===== config.mk =====
export PLATFORM = sky130hd
export DESIGN_NAME = ccx_bus_router
export DESIGN_NICKNAME = d
export VERILOG_FILES = /design/src/common/ccx_pkg.sv /design/src/design/ccx_bus_router.sv
export SDC_FILE = /design/constraint.sdc
export NUM_CORES = 1
export LEC_CHECK = 0
export BUFFER_PORTS_ARGS = -buffer_cell sky130_fd_sc_hd__buf_4
export CAP_MARGIN = 20
export CORE_AREA = 4 4 160 162
export CTS_BUF_LIST = sky130_fd_sc_hd__clkbuf_16
export CTS_CLUSTER_DIAMETER = 150
export DETAILED_ROUTE_END_ITERATION = 10
export DIE_AREA = 0 0 164 166
export HOLD_SLACK_MARGIN = 0.02
export PLACE_DENSITY = 0.48
export SLEW_MARGIN = 20
export SYNTH_ARGS = -nofsm -noshare
export SYNTH_HDL_FRONTEND = slang
export SYNTH_SLANG_ARGS = --single-unit

===== constraint.sdc =====
create_clock -name f_clk -period 2.2 [get_ports f_clk]
set_clock_uncertainty 0.2 [all_clocks]
set_input_delay 0.44 -clock f_clk [delete_from_list [all_inputs] [get_ports f_clk]]
set_output_delay 0.44 -clock f_clk [all_outputs]
set_load 0.005 [all_outputs]

===== src/common/ccx_pkg.sv =====
// Shared definitions for the memory side of the core complex.
// Holds the address map, the timer register offsets and the
// request and response structs carried on every memory port.
// Every RTL module imports it in its header.

`default_nettype none

package ccx_pkg;

    // ----------------------------------------
    // Address map.
    // ----------------------------------------
    localparam logic [31:0] RAM_BASE  = 32'h0001_0000; // Local RAM window.
    localparam logic [31:0] RAM_SIZE  = 32'h0000_0400; // 1 KiB.
    localparam logic [31:0] MMIO_BASE = 32'h0002_0000; // Timer block window.
    localparam logic [31:0] MMIO_SIZE = 32'h0000_0100; // 256 bytes.
    localparam logic [31:0] EXT_BASE  = 32'h1000_0000; // External memory window.
    localparam logic [31:0] EXT_SIZE  = 32'h1000_0000; // 256 MiB.

    // RAM geometry derived from the window size.
    localparam int unsigned RAM_WORDS = RAM_SIZE / 4;        // Depth in words.
    localparam int unsigned RAM_AW    = $clog2(RAM_WORDS);   // Word index width.

    // ----------------------------------------
    // Timer registers.
    // ----------------------------------------
    localparam logic [31:0] MTIME_LO_OFF    = 32'h0000_0000; // mtime[31:0].
    localparam logic [31:0] MTIME_HI_OFF    = 32'h0000_0004; // mtime[63:32].
    localparam logic [31:0] MTIMECMP_LO_OFF = 32'h0000_0008; // mtimecmp[31:0].
    localparam logic [31:0] MTIMECMP_HI_OFF = 32'h0000_000C; // mtimecmp[63:32].

    // Compare value out of reset, far enough out that no interrupt fires.
    localparam logic [63:0] MTIMECMP_RESET = 64'hFFFF_FFFF_FFFF_FFFF;

    // ----------------------------------------
    // Memory port structs.
    // ----------------------------------------
    typedef struct packed {
        logic        req;   // Start request.
        logic        wen;   // Write enable.
        logic [3:0]  strb;  // Byte write strobe.
        logic [31:0] wdata; // Write data.
        logic [31:0] addr;  // Byte address.
    } ccx_mem_req_t;

    // gnt is same-cycle; error and rdata land one cycle after the grant.
    typedef struct packed {
        logic        gnt;   // Request accepted.
        logic        error; // Access fault.
        logic [31:0] rdata; // Read data.
    } ccx_mem_rsp_t;

endpackage

`default_nettype wire


===== src/design/ccx_bus_router.sv =====
// Address decoder and response multiplexer for the single requester port.
// Steers each request to RAM, timer or external port, answers unmapped
// addresses with an error, and picks the granted region's response one
// cycle after the grant.

`default_nettype none

module ccx_bus_router import ccx_pkg::*; (
    input  logic         f_clk,    // Free-running clock.
    input  logic         rst_n,    // Synchronous active low reset.
    input  ccx_mem_req_t cpu_req,  // Requester side.
    output ccx_mem_rsp_t cpu_rsp,
    output ccx_mem_req_t ram_req,  // Local RAM.
    input  ccx_mem_rsp_t ram_rsp,
    output ccx_mem_req_t mmio_req, // Timer block.
    input  ccx_mem_rsp_t mmio_rsp,
    output ccx_mem_req_t ext_req,  // External memory port.
    input  ccx_mem_rsp_t ext_rsp
);

    logic       hit_ram;  // Address in RAM window.
    logic       hit_mmio; // Address in timer window.
    logic       hit_ext;  // Address in external window.
    logic       hit_none; // Unmapped hole.
    logic [3:0] hit_vec;  // {ext, mmio, ram, none}.
    logic [3:0] sel_q;    // Region granted last cycle.

    // ----------------------------------------
    // Address decode.
    // ----------------------------------------
    assign hit_ram  = (cpu_req.addr - RAM_BASE)  < RAM_SIZE;  // Wraps below base.
    assign hit_mmio = (cpu_req.addr - MMIO_BASE) < MMIO_SIZE;
    assign hit_ext  = (cpu_req.addr - EXT_BASE)  < EXT_SIZE;
    assign hit_none = !(hit_ram || hit_mmio || hit_ext);
    assign hit_vec  = {hit_ext, hit_mmio, hit_ram, hit_none};

    // ----------------------------------------
    // Request steering.
    // ----------------------------------------
    always_comb begin
        ram_req      = cpu_req;
        mmio_req     = cpu_req;
        ext_req      = cpu_req;
        ram_req.req  = cpu_req.req & hit_ram;  // Only the hit region sees req.
        mmio_req.req = cpu_req.req & hit_mmio;
        ext_req.req  = cpu_req.req & hit_ext;
    end

    // ----------------------------------------
    // Grant return and region tracking.
    // ----------------------------------------
    always_ff @(posedge f_clk) begin
        if (!rst_n) begin
            sel_q <= '0;
        end else if (cpu_rsp.gnt) begin
            sel_q <= hit_vec; // Remember who owns next cycle's response.
        end else begin
            sel_q <= '0;
        end
    end

    always_comb begin
        // Grant path.
        if (hit_ram) begin
            cpu_rsp.gnt = ram_rsp.gnt;
        end else if (hit_mmio) begin
            cpu_rsp.gnt = mmio_rsp.gnt;
        end else if (hit_ext) begin
            cpu_rsp.gnt = ext_rsp.gnt; // Back-pressure from outside.
        end else begin
            cpu_rsp.gnt = cpu_req.req; // Hole grants at once.
        end

        // Response path, one cycle behind.
        cpu_rsp.error = 1'b0;
        cpu_rsp.rdata = '0;
        if (sel_q[1]) begin
            cpu_rsp.error = ram_rsp.error;
            cpu_rsp.rdata = ram_rsp.rdata;
        end else if (sel_q[2]) begin
            cpu_rsp.error = mmio_rsp.error;
            cpu_rsp.rdata = mmio_rsp.rdata;
        end else if (sel_q[3]) begin
            cpu_rsp.error = ext_rsp.error;
            cpu_rsp.rdata = ext_rsp.rdata;
        end else if (sel_q[0]) begin
            cpu_rsp.error = 1'b1; // Unmapped, rdata stays zero.
        end
    end

    // ----------------------------------------
    // Protocol checks.
    // ----------------------------------------
    a_one_region: assert property (
        @(posedge f_clk) disable iff (!rst_n)
        $onehot0({ram_req.req, mmio_req.req, ext_req.req})
    ) else $error("More than one region requested.");

    // Requester must hold the request until it is granted.
    a_req_stable: assert property (
        @(posedge f_clk) disable iff (!rst_n)
        (cpu_req.req && !cpu_rsp.gnt) |=> $stable(cpu_req)
    ) else $error("Request changed before grant.");

endmodule

`default_nettype wire


==> results.ini <==
[cts]
clockBufferDepth=2
cts_tree=yes
cts_buffers=3
postCtsHoldBufs=0
numClockSinks=4
clk_pin_slew_ns=0.03
clockRootBuffer=clkbuf_16
htreeDepth=1

[grt]
globalRouteOverflowTotal=0
grt_max_degree=40
grt_pass1_vias=2617
grt_pass1_wl_mm=15.08
antenna_found_initial=0
grt_usage_pct=7.092

[placement]
place.gp.congestion=0.7216
portBuffers=237
dpl-instance-area_um2=3613
dpl.hpwl_mm=9.303

[layout]
reg_top3=sel_q: 4 flops
nets=625
largest_reg_flops=4
top_register=sel_q
antenna_cells=0
design_area_um2=3816
area_delta_synth_final_pct=43.94
fill_cells=2754
drive_gt1_share_pct=69.87

[yosys]
synthTopCellsByArea=buf_4, a22oi_1, o21ai_0, nand2_1, dfxtp_1
synth_common_cells=buf_4, nand2_1, o21ai_0, a22oi_1, clkbuf_1
ys_seq_area_share_pct=3.020
netlist.area_leader.share_pct=58.61
synth.most_common_cell=buf_4
async_reset_ff_share_pct=0
syn_area_um2=2651
ys_seq_elements=4
syn_nets=557
ys_types=36
synth_edf_count=0
yosys_warnings=0
yosysTopAreaCell=buf_4
synthCells=382
dominantRegCellSynth=dfxtp_1
avgSynthCellArea_um2=6.941

[floorplanning]
floorplan.rows=57
start_util_pct=11.00
dieWidth_um=164
fp.dieH_um=166
core-area_um2=24110
ios=418
dieArea_um2=27220

[power]
p_leak_nw=1.741
total_power_uw=799.2
p_per_area_nw_per_um2=209.4
max-vdd-ir-drop_v=0.0001727

[route]
first_pass_iters=5
drcViolationCount=0
via_per_inst=3.328
drtIter0Drc=89
wl_mm=10.88
vias=2569
wire_per_inst_um=14.09
ant_nets=0

[critical_path]
start_kind=input pin
crit_required_ns=1.56
crit_fanout=4
arrival_ns=1.88
crit_type=input pin to primary output
cp-end-kind=primary output

[sta]
setup_viol=3
rsz0062_at_grt=true
tightest_slew_ns=0.3702
hold_viol_final=0
slew_headroom_pct=75.32
finalWorstSetupSlack_ns=-0.3215
slew_viol_final=0
fin_crit_sh_pct=114.6
fin_crit_ns=2.521
timing.fmax_mhz=396.6
tns_ns=-0.5553

[status]
failed_checks=setup timing
run_status=finished, violations left

[run]
max-cap-violations=0

[hold_path]
holdCritPathClass=input pin to flop

## cell families (layout without fill, tap and decap cells)
group                      count (synthesis)  in the layout  synth area share [%]
buffers and inverters                    224            290                 61.02
DFF                                        4              4                 3.020
xor gates and xnor gates                   1              1                0.3304
AOI/OAI and AO/OA                         73             73                 17.74
and+or+nand+nor                           76             76                 16.23
muxes                                      3              3                 1.180
adders and majority gates                  1              1                0.4718
## final timing paths
| check | start | to | slack, ns | cells past startpoint |
|---|---|---|---|---|
| worst min-delay path | ram_rsp[33] | sel_q[1] | 0.26 | 3 |
| worst max-delay path | cpu_req[18] | cpu_rsp[33] | -0.32 | 9 |
## area by class of cell
cell class	count	area (um2)	share of cell area [%]
Clock buffer	3	75.07	1.967
Tap cell	324	405.4	10.62
Multi-Input combinational cell	154	1051	27.54
Inverter	3	23.77	0.6230
Sequential cell	4	82.58	2.164
Timing Repair Buffer	284	2178	57.08
## metrics by stage
stage / std cells / utilization [%] / setup slack [ns] / hold WS (ns)
after floorplan: 382 / - / -0.06736 / 0.3594
after detailed placement: 766 / 14.99 / -0.4558 / 0.4957
after global placement: 766 / 14.99 / -0.4503 / 0.4971
after global routing: 772 / 15.83 / -0.3769 / 0.2799
after CTS: 771 / 15.65 / -0.3384 / 0.2595
final: 772 / 15.83 / -0.3215 / 0.2647
## power by group
| part | switching (mW) | internal [mW] |
|---|---|---|
| logic | 0.149 | 0.295 |
| registers | 0.000958 | 0.0743 |
| clock network | 0.0473 | 0.232 |
| total | 0.198 | 0.602 |
## routing by layer
layer / track usage [%] / share of wire, % / up-vias
li1: - / - / 1206
met1: 7.357 / 35 / 1085
met2: 11.99 / 46 / 228
met3: 3.276 / 14 / 50
met4: 3.538 / 4.6 / 0
met5: 0 / 0 / -
## timing repair
action,CTS,global route
buffers inserted,2,1
pin swaps,12,7
resized for setup,14,8
endpoints found under the setup margin,3,8
## critical path: stages
cell and delay, ns:
buf_8 0.09, inv_6 0.03, ha_4 0.24, nor4b_4 0.18
nand2_2 0.12, nor4_4 0.30, and4b_1 0.26, o31ai_2 0.08
buf_4 0.14
## cell usage in the layout, fill, tap and decap left out, types with 3 or more instances in the layout
cell type	Yosys	layout
buf_4	207	277
nand2_1	42	40
o21ai_0	34	32
a22oi_1	31	31
nor2_1	7	7
nor4_4	2	5
nand3_1	4	4
nand2_2	1	3
clkbuf_16	0	3
buf_8	0	3
buf_6	0	3
Power figures use the tool's default switching activity.
