## src/common/ccx_pkg.sv

```systemverilog
// Shared definitions for the memory side of the core complex.
// Holds the address map, the timer register offsets and the
// request and response structs carried on every memory port.
// Every RTL module imports it in its header.

`default_nettype none

package ccx_pkg;

    // ----------------------------------------
    // Address map.
    // ----------------------------------------
    localparam logic [31:0] RAM_BASE  = 32'h0001_0000; // Local RAM window.
    localparam logic [31:0] RAM_SIZE  = 32'h0000_0400; // 1 KiB.
    localparam logic [31:0] MMIO_BASE = 32'h0002_0000; // Timer block window.
    localparam logic [31:0] MMIO_SIZE = 32'h0000_0100; // 256 bytes.
    localparam logic [31:0] EXT_BASE  = 32'h1000_0000; // External memory window.
    localparam logic [31:0] EXT_SIZE  = 32'h1000_0000; // 256 MiB.

    // RAM geometry derived from the window size.
    localparam int unsigned RAM_WORDS = RAM_SIZE / 4;        // Depth in words.
    localparam int unsigned RAM_AW    = $clog2(RAM_WORDS);   // Word index width.

    // ----------------------------------------
    // Timer registers.
    // ----------------------------------------
    localparam logic [31:0] MTIME_LO_OFF    = 32'h0000_0000; // mtime[31:0].
    localparam logic [31:0] MTIME_HI_OFF    = 32'h0000_0004; // mtime[63:32].
    localparam logic [31:0] MTIMECMP_LO_OFF = 32'h0000_0008; // mtimecmp[31:0].
    localparam logic [31:0] MTIMECMP_HI_OFF = 32'h0000_000C; // mtimecmp[63:32].

    // Compare value out of reset, far enough out that no interrupt fires.
    localparam logic [63:0] MTIMECMP_RESET = 64'hFFFF_FFFF_FFFF_FFFF;

    // ----------------------------------------
    // Memory port structs.
    // ----------------------------------------
    typedef struct packed {
        logic        req;   // Start request.
        logic        wen;   // Write enable.
        logic [3:0]  strb;  // Byte write strobe.
        logic [31:0] wdata; // Write data.
        logic [31:0] addr;  // Byte address.
    } ccx_mem_req_t;

    // gnt is same-cycle; error and rdata land one cycle after the grant.
    typedef struct packed {
        logic        gnt;   // Request accepted.
        logic        error; // Access fault.
        logic [31:0] rdata; // Read data.
    } ccx_mem_rsp_t;

endpackage

`default_nettype wire

```

## src/ccx_mmio/ccx_mmio.sv

```systemverilog
// Memory-mapped timer block with mtime and mtimecmp.
// Both 64-bit registers are accessed as byte-strobed 32-bit halves.
// mtime counts every cycle; int_timer is a registered compare level.

`default_nettype none

module ccx_mmio import ccx_pkg::*; (
    input  logic         f_clk,     // Free-running clock.
    input  logic         rst_n,     // Synchronous active low reset.
    input  ccx_mem_req_t mmio_req,  // Request steered by the router.
    output ccx_mem_rsp_t mmio_rsp,  // Grant and read response.
    output logic         int_timer  // Timer interrupt level.
);

    logic [31:0] off;                        // Offset into the block.
    logic        sel_tl, sel_th;             // mtime halves hit.
    logic        sel_cl, sel_ch;             // mtimecmp halves hit.
    logic        off_ok;                     // One of the four registers.
    logic        wr, rd;                     // Qualified access strobes.
    logic [63:0] mtime;
    logic [63:0] mtimecmp;
    logic [31:0] rd_mux;                     // Selected half.
    logic [31:0] rdata_q;
    logic        error_q;

    // Replace only the strobed bytes of a register half.
    function automatic logic [31:0] merge(input logic [31:0] old,
                                          input logic [31:0] wdata,
                                          input logic [3:0]  strb);
        logic [31:0] res;
        res = old;
        for (int i = 0; i < 4; i++) begin
            if (strb[i]) res[8*i +: 8] = wdata[8*i +: 8];
        end
        return res;
    endfunction

    // ----------------------------------------
    // Register decode.
    // ----------------------------------------
    assign off    = mmio_req.addr - MMIO_BASE;
    assign sel_tl = (off == MTIME_LO_OFF);
    assign sel_th = (off == MTIME_HI_OFF);
    assign sel_cl = (off == MTIMECMP_LO_OFF);
    assign sel_ch = (off == MTIMECMP_HI_OFF);
    assign off_ok = sel_tl | sel_th | sel_cl | sel_ch;
    assign wr     = mmio_req.req &  mmio_req.wen;
    assign rd     = mmio_req.req & ~mmio_req.wen;

    // ----------------------------------------
    // mtime and mtimecmp.
    // ----------------------------------------
    always_ff @(posedge f_clk) begin
        if (!rst_n) begin
            mtime <= '0;
        end else if (wr && sel_tl) begin
            mtime[31:0] <= merge(mtime[31:0], mmio_req.wdata, mmio_req.strb); // Count resumes next.
        end else if (wr && sel_th) begin
            mtime[63:32] <= merge(mtime[63:32], mmio_req.wdata, mmio_req.strb);
        end else begin
            mtime <= mtime + 64'd1; // Free-running.
        end
    end

    always_ff @(posedge f_clk) begin
        if (!rst_n) begin
            mtimecmp <= MTIMECMP_RESET;
        end else if (wr && sel_cl) begin
            mtimecmp[31:0] <= merge(mtimecmp[31:0], mmio_req.wdata, mmio_req.strb);
        end else if (wr && sel_ch) begin
            mtimecmp[63:32] <= merge(mtimecmp[63:32], mmio_req.wdata, mmio_req.strb);
        end
    end

    // ----------------------------------------
    // Read response.
    // ----------------------------------------
    always_comb begin
        rd_mux = '0; // Unknown offsets read as zero.
        if (sel_tl) rd_mux = mtime[31:0];
        if (sel_th) rd_mux = mtime[63:32];
        if (sel_cl) rd_mux = mtimecmp[31:0];
        if (sel_ch) rd_mux = mtimecmp[63:32];
    end

    always_ff @(posedge f_clk) begin
        if (rd) rdata_q <= rd_mux; // Half as seen at the grant.
    end

    always_ff @(posedge f_clk) begin
        if (!rst_n) begin
            error_q   <= 1'b0;
            int_timer <= 1'b0;
        end else begin
            if (mmio_req.req) error_q <= !off_ok; // Faults on reads and writes.
            int_timer <= (mtime >= mtimecmp);     // One cycle behind compare.
        end
    end

    always_comb begin
        mmio_rsp.gnt   = mmio_req.req; // Never stalls.
        mmio_rsp.error = error_q;
        mmio_rsp.rdata = rdata_q;
    end

    // A parked compare value keeps the interrupt quiet on the next cycle.
    a_no_irq_parked: assert property (
        @(posedge f_clk) disable iff (!rst_n)
        (mtimecmp == MTIMECMP_RESET && mtime != MTIMECMP_RESET) |=> !int_timer
    ) else $error("Timer interrupt raised with mtimecmp parked.");

endmodule

`default_nettype wire

```

## config.mk

```make
export PLATFORM = sky130hd
export DESIGN_NAME = ccx_mmio
export DESIGN_NICKNAME = d
export VERILOG_FILES = /design/src/common/ccx_pkg.sv /design/src/ccx_mmio/ccx_mmio.sv
export SDC_FILE = /design/constraint.sdc
export NUM_CORES = 1
export LEC_CHECK = 0
export ABC_AREA = 1
export BUFFER_PORTS_ARGS = -buffer_cell sky130_fd_sc_hd__buf_2
export CORE_ASPECT_RATIO = 0.9
export CORE_MARGIN = 1.5
export CORE_UTILIZATION = 25
export CTS_CLUSTER_DIAMETER = 120
export DETAILED_ROUTE_END_ITERATION = 6
export HOLD_SLACK_MARGIN = 0.03
export SETUP_SLACK_MARGIN = 0.15
export SLEW_MARGIN = 20
export SYNTH_ARGS = -nofsm -noshare
export SYNTH_HDL_FRONTEND = slang
export SYNTH_SLANG_ARGS = --single-unit
```

## constraint.sdc

```tcl
create_clock -name f_clk -period 3.1 [get_ports f_clk]
set_input_delay 0.93 -clock f_clk [delete_from_list [all_inputs] [get_ports f_clk]]
set_output_delay 0.93 -clock f_clk [all_outputs]
set_load 0.005 [all_outputs]
```

==> results.cfg, run 1 <==
[outcome]
status = finished clean

[power]
combinationalPowerShare = 0.056
clockPowerShare = 0.493
power_density_nw_per_um2 = 336
ir_drop_uv = 401
p_sw_mw = 1.15
seq_power_share = 0.450
switching_share = 0.239
p_int_mw = 3.66
leakage_nw = 6.69

[synthesis]
ys_ff_latch = 162
syn_avg_cell_area_um2 = 6.48
synth_top_area_frac = 0.218
synthCells = 1847
async_flop_share = 0
synth_area_leader_cell = dfxtp_1
synth_seq_area_share = 0.298
ys.warnings.count = 0
syn_area_um2 = 12000
synthTopCellsByArea = dfxtp_1 22%, nand2_1 16%, edfxtp_1 8.0%
mappedNetlistNets = 1985
synth-edff-count = 32
ys.flop_type = dfxtp_1
yosysUniqueCellTypes = 40
synthMostInstantiatedCell = nand2_1
synth.top_cells.by_count = 510 x nand2_1, 230 x inv_1, 211 x nor2_1

[sta]
worstMarginPinSlew_ns = 0.707
timing_hold_violations_final = 0
clock_skew_ns = 0.00931
setup-tns-final_ns = 0
rsz0062_at_grt = no
whs_ns = 0.468
fmax_mhz = 362
setup_viol = 0
min_period_over_period = 0.890
relSlewSlack = 0.525
slew_viol_final = 0
finalCriticalPeriod_ns = 2.76

[layout]
multi_input_area_um2 = 7150
regArea_um2 = 3560
area_delta_synth_final_pct = 19.4
drive_above_1_share = 0.129
final_cells = 2600
design_area_um2 = 14300
fillCellCount = 5169
nNetsFinal = 2107

[clocking]
htreeDepth = 4
clkSlewWorstSetupHoldPaths_ns = 0.06
clockBufferDepth = 2
root_buffer = clkbuf_16
cts_tree = done
clock-sinks = 162
insertion_delay_ns = 0.46
cts_buffers = 17
ctsHoldBuffers = 0

[place]
io_buffers = 106
routabilityCongestion = 0.949
dpl.cell_count = 2564
hpwlAfterDp_mm = 35.8
postPlaceCellArea_um2 = 13600

[critical_path]
path_buf_inv = 3
end_kind = flip-flop
cp_slowest_stage_delay_ns = 0.20
critical_path_required_ns = 3.43
cp.arrival_ns = 3.08
cp_common_cell = nand2_1
cp_cell_sequence = buf_2 > inv_1 > ha_1 > nand3_1 > nor2_2 > nand2_1 > nand2_1 > o21ai_1 > nor2_2 > nand2_2 > nor2_8 > nand2_2 > nor2_8 > buf_12 > nand3_2 > nand2_1 > nand3_1
crit_family = simple AND/OR/NAND/NOR gates
cp-start-kind = input port
critPathKind = in2reg
crit_fanout = 9
cp_slowest_cell = nor2_2

[global_route]
antenna_found_initial = 0
grt_overflow_total = 0
track_usage = 0.185
grt_max_degree = 59
grt_pass1_vias = 12100
grt_pass1_wl_mm = 69.5

[worst_hold_path]
min_path_type = reg2reg

[route]
wl_mm = 45.2
drc_errors = 0
vias_per_cell = 4.95
drtPass1Iterations = 5
drt_iter0_drc = 1250
wl_per_cell_um = 17.4
num_vias = 12900
drt.antenna.violating_nets = 0

[floorplanning]
die_h_um = 211
row_count = 75
core_um2 = 46900
die_w_um = 234
io_pins = 107
dieArea_um2 = 49200
start_util = 0.255

[flow_run]
maxCapViolations = 0
==> stage by stage <==
step / worst slack [ns] / total power, mW / util
CTS: 0.323 / 4.84 / 0.304
detailed placement: -0.168 / 2.48 / 0.290
finish: 0.341 / 4.80 / 0.304
floorplan: 0.345 / 2.34 / -
global route: 0.182 / 4.95 / 0.304
global placement: -0.0616 / 2.47 / 0.290
==> worst register-to-register path: cells and delay by family (launching register included) <==
kind	cells	cell delay, ns
simple gates	8	1.65
flops	1	0.46
buf+inv	1	0.17
compound gates	2	0.25
==> path summary, 6_finish.rpt <==
kind,from,endpoint,slack (ns),depth (start not counted)
min,error_q,error_q,0.47,2
max,mmio_req[17],mtimecmp[62],0.34,17
max reg2reg,mtime[2],mtime[49],0.44,11
min reg2reg,error_q,error_q,0.47,2
==> sequential cells by signal, indices dropped and copies added, names as in the netlist <==
signal	cells
error_q	1
int_timer	1
mtimecmp	64
rdata_q	32
mtime	64
==> power by group through the flow <==
stage	Clock [mW]	Combinational (mW)	Sequential [mW]
6_report	2.37	0.270	2.16
3_3_place_gp	0	0.265	2.21
3_5_place_dp	0	0.269	2.21
4_1_cts	2.41	0.270	2.16
2_1_floorplan	0	0.126	2.21
5_1_grt	2.49	0.298	2.16
==> area by class of cell <==
type / count / area share
multi-input combinational: 1372 / 0.500
antenna: 2 / 0.000350
sequential: 162 / 0.249
inverter: 235 / 0.0617
clock inverter: 11 / 0.0123
tap: 616 / 0.0540
clock buffer: 21 / 0.0329
timing repair buffer: 181 / 0.0890
==> metal layers <==
| metal | track usage | wire length (um) | vias to the layer above |
|---|---|---|---|
| met5 | 0 | 0 | - |
| met4 | 0.0568 | 956 | 0 |
| met3 | 0.0358 | 3690 | 54 |
| met2 | 0.281 | 19600 | 518 |
| met1 | 0.262 | 20900 | 5965 |
| li1 | - | - | 6325 |
==> repair_timing <==
| action | CTS | global route |
|---|---|---|
| setup buffers | 0 | 2 |
| gates resized for setup | 0 | 1 |
| hold endpoints to repair | 0 | 0 |
| endpoints found under the setup margin | 0 | 18 |
==> cells by family (layout without fill, tap and decap cells) <==
| kind of cell | after synthesis | count (layout) | synth area share |
|---|---|---|---|
| flops | 162 | 162 | 0.298 |
| other cells | 0 | 2 | 0 |
| fa+ha+maj | 66 | 66 | 0.0690 |
| simple gates | 1104 | 1104 | 0.416 |
| buf+inv | 313 | 448 | 0.106 |
| compound gates | 149 | 149 | 0.0715 |
| xor+xnor | 53 | 53 | 0.0388 |
==> placed cells by master, fill, tap and decap left out, drive strengths merged, types with 3 or more instances in the layout <==
master / count
o211ai: 35
bufinv: 4
o21ai: 60
nand2: 519
clkinvlp: 4
clkbuf: 21
xnor2: 6
nor3: 44
nor4: 3
and3: 4
buf: 181
dfxtp: 130
inv: 236
xor2: 47
a21oi: 48
nand4: 145
nand3: 159
nor2: 228
edfxtp: 32
ha: 66
Power figures use the tool's default switching activity.
==> run 2: changes to the inputs <==
- CORE_ASPECT_RATIO: 0.9 -> 1.75
- CTS_CLUSTER_DIAMETER: 120 -> 30
==> run 2 against run 1 <==
  * Non-clock buffer count grew 26
  * Sequential share of layout area shrank 0.24 points
  * Clock skew grew 0.0057 ns
  * Critical path type unchanged
==> results.cfg, run 2 (same netlist as run 1, synthesis figures left out) <==
[critical_path]
crit_fanout = 14
critPathKind = in2reg
cp_slowest_cell = ha_1
cp.arrival_ns = 3.03
cp_cell_sequence = buf_2 > inv_1 > ha_1 > nand3_1 > nor2_2 > nand2_1 > nand2_1 > o21ai_1 > nor2_2 > nand2_2 > nor2_8 > nand2_2 > nor2_8 > buf_12 > nand3_1 > buf_4 > nand2_1 > nand3_1
end_kind = flip-flop
critical_path_required_ns = 3.45
cp-start-kind = input port
cp_slowest_stage_delay_ns = 0.19

[floorplanning]
core_um2 = 47000
start_util = 0.254
die_h_um = 292
dieArea_um2 = 49200
die_w_um = 168
io_pins = 107
row_count = 105

[sta]
rsz0062_at_grt = no
fmax_mhz = 373
layout_setup_ws_ns = 0.416
finalCriticalPeriod_ns = 2.68
min_period_over_period = 0.866
timing_hold_violations_final = 0
clock_skew_ns = 0.0150
setup_viol = 0
relSlewSlack = 0.532
slew_viol_final = 0
worstMarginPinSlew_ns = 0.703

[place]
post-place-ws_ns = -0.0591
routabilityCongestion = 0.975
hpwlAfterDp_mm = 40.7
io_buffers = 106

[power]
ir_drop_uv = 267
p_int_mw = 3.41
leakage_nw = 6.81
p_sw_mw = 1.18
power_density_nw_per_um2 = 318
seq_power_share = 0.471
switching_share = 0.258
clockPowerShare = 0.469
combinationalPowerShare = 0.060
power.total_mw = 4.59

[route]
wl_met3_mm = 1.65
drt_iter0_drc = 796
drt.antenna.violating_nets = 0
num_vias = 13100
wl_mm = 50.3
wl_met1_mm = 16.9
wl_met2_mm = 27.9
drc_errors = 0
routed.top_layer = met4
drtPass1Iterations = 5
vias_per_cell = 5.06
wl_per_cell_um = 19.4

[layout]
layout_common_cells = 510 x nand2_1, 230 x inv_1, 210 x nor2_1
final_common_cell = nand2_1
regArea_um2 = 3560
multi_input_area_um2 = 7140
area_delta_synth_final_pct = 20.6
reg_top3 = mtime x64, mtimecmp x64, rdata_q x32
fillCellCount = 5167
drive_above_1_share = 0.139
nNetsFinal = 2133

[global_route]
antenna_found_initial = 1
grt_overflow_total = 0
grt_pass1_vias = 12900
track_usage = 0.205
grt_max_degree = 66
grt_pass1_wl_mm = 75.5

[outcome]
status = finished clean

[clocking]
insertion_delay_ns = 0.48
clockBufferDepth = 2
cts_resized = 0
clock-sinks = 162
ctsHoldBuffers = 0
root_buffer = clkbuf_16
htreeDepth = 4
cts_buffers = 17
clkSlewWorstSetupHoldPaths_ns = 0.07
cts_setup_buffers = 0
cts_tree = done

[worst_hold_path]
min_path_type = reg2reg

[flow_run]
maxCapViolations = 0
run 2: power by group through the flow:
stage	Clock [mW]	Combinational (mW)	Sequential, mW
after floorplan	0	0.126	2.21
after global routing	2.25	0.299	2.16
after detailed placement	0	0.273	2.21
after global placement	0	0.272	2.21
final	2.15	0.276	2.16
after CTS	2.17	0.275	2.16
run 2: critical path: cells and delay by family:
| family | cells | cell delay, ns |
|---|---|---|
| fa+ha+maj | 1 | 0.19 |
| simple gates | 12 | 1.28 |
| compound gates | 1 | 0.07 |
| buf+inv | 4 | 0.54 |
run 2: path summary, 6_finish.rpt:
kind / startpoint / slack, ns / to / cells past startpoint
max: mmio_req[17] / 0.42 / mtimecmp[44] / 18
min: error_q / 0.48 / error_q / 2
max reg2reg: mtime[2] / 0.43 / mtime[53] / 9
min reg2reg: error_q / 0.48 / error_q / 2
run 2: per-layer routing:
layer,vias to the layer above,GRT usage
met4,0,0.155
met1,6168,0.188
met3,161,0.0227
met2,422,0.407
met5,-,0
li1,6382,-
run 2: cell type report:
| class | count | area share |
|---|---|---|
| inverters | 235 | 0.0611 |
| diodes | 1 | 0.000173 |
| clock inverters | 11 | 0.00711 |
| repair buffers | 207 | 0.106 |
| clock buffers | 21 | 0.0326 |
| flip-flops and latches | 162 | 0.247 |
| well taps | 588 | 0.0510 |
| multi-input cells | 1372 | 0.495 |
run 2: through the flow:
step | utilization | setup TNS, ns | instances | hold WS (ns) | cell area, um^2
floorplan | - | 0 | 1847 | 0.440 | 12000
global placement | 0.294 | -0.518 | 2564 | 0.464 | 13900
detailed placement | 0.294 | -1.59 | 2564 | 0.468 | 13900
CTS | 0.307 | 0 | 2596 | 0.481 | 14400
global route | 0.307 | 0 | 2597 | 0.505 | 14400
finish | 0.307 | 0 | 2597 | 0.480 | 14400
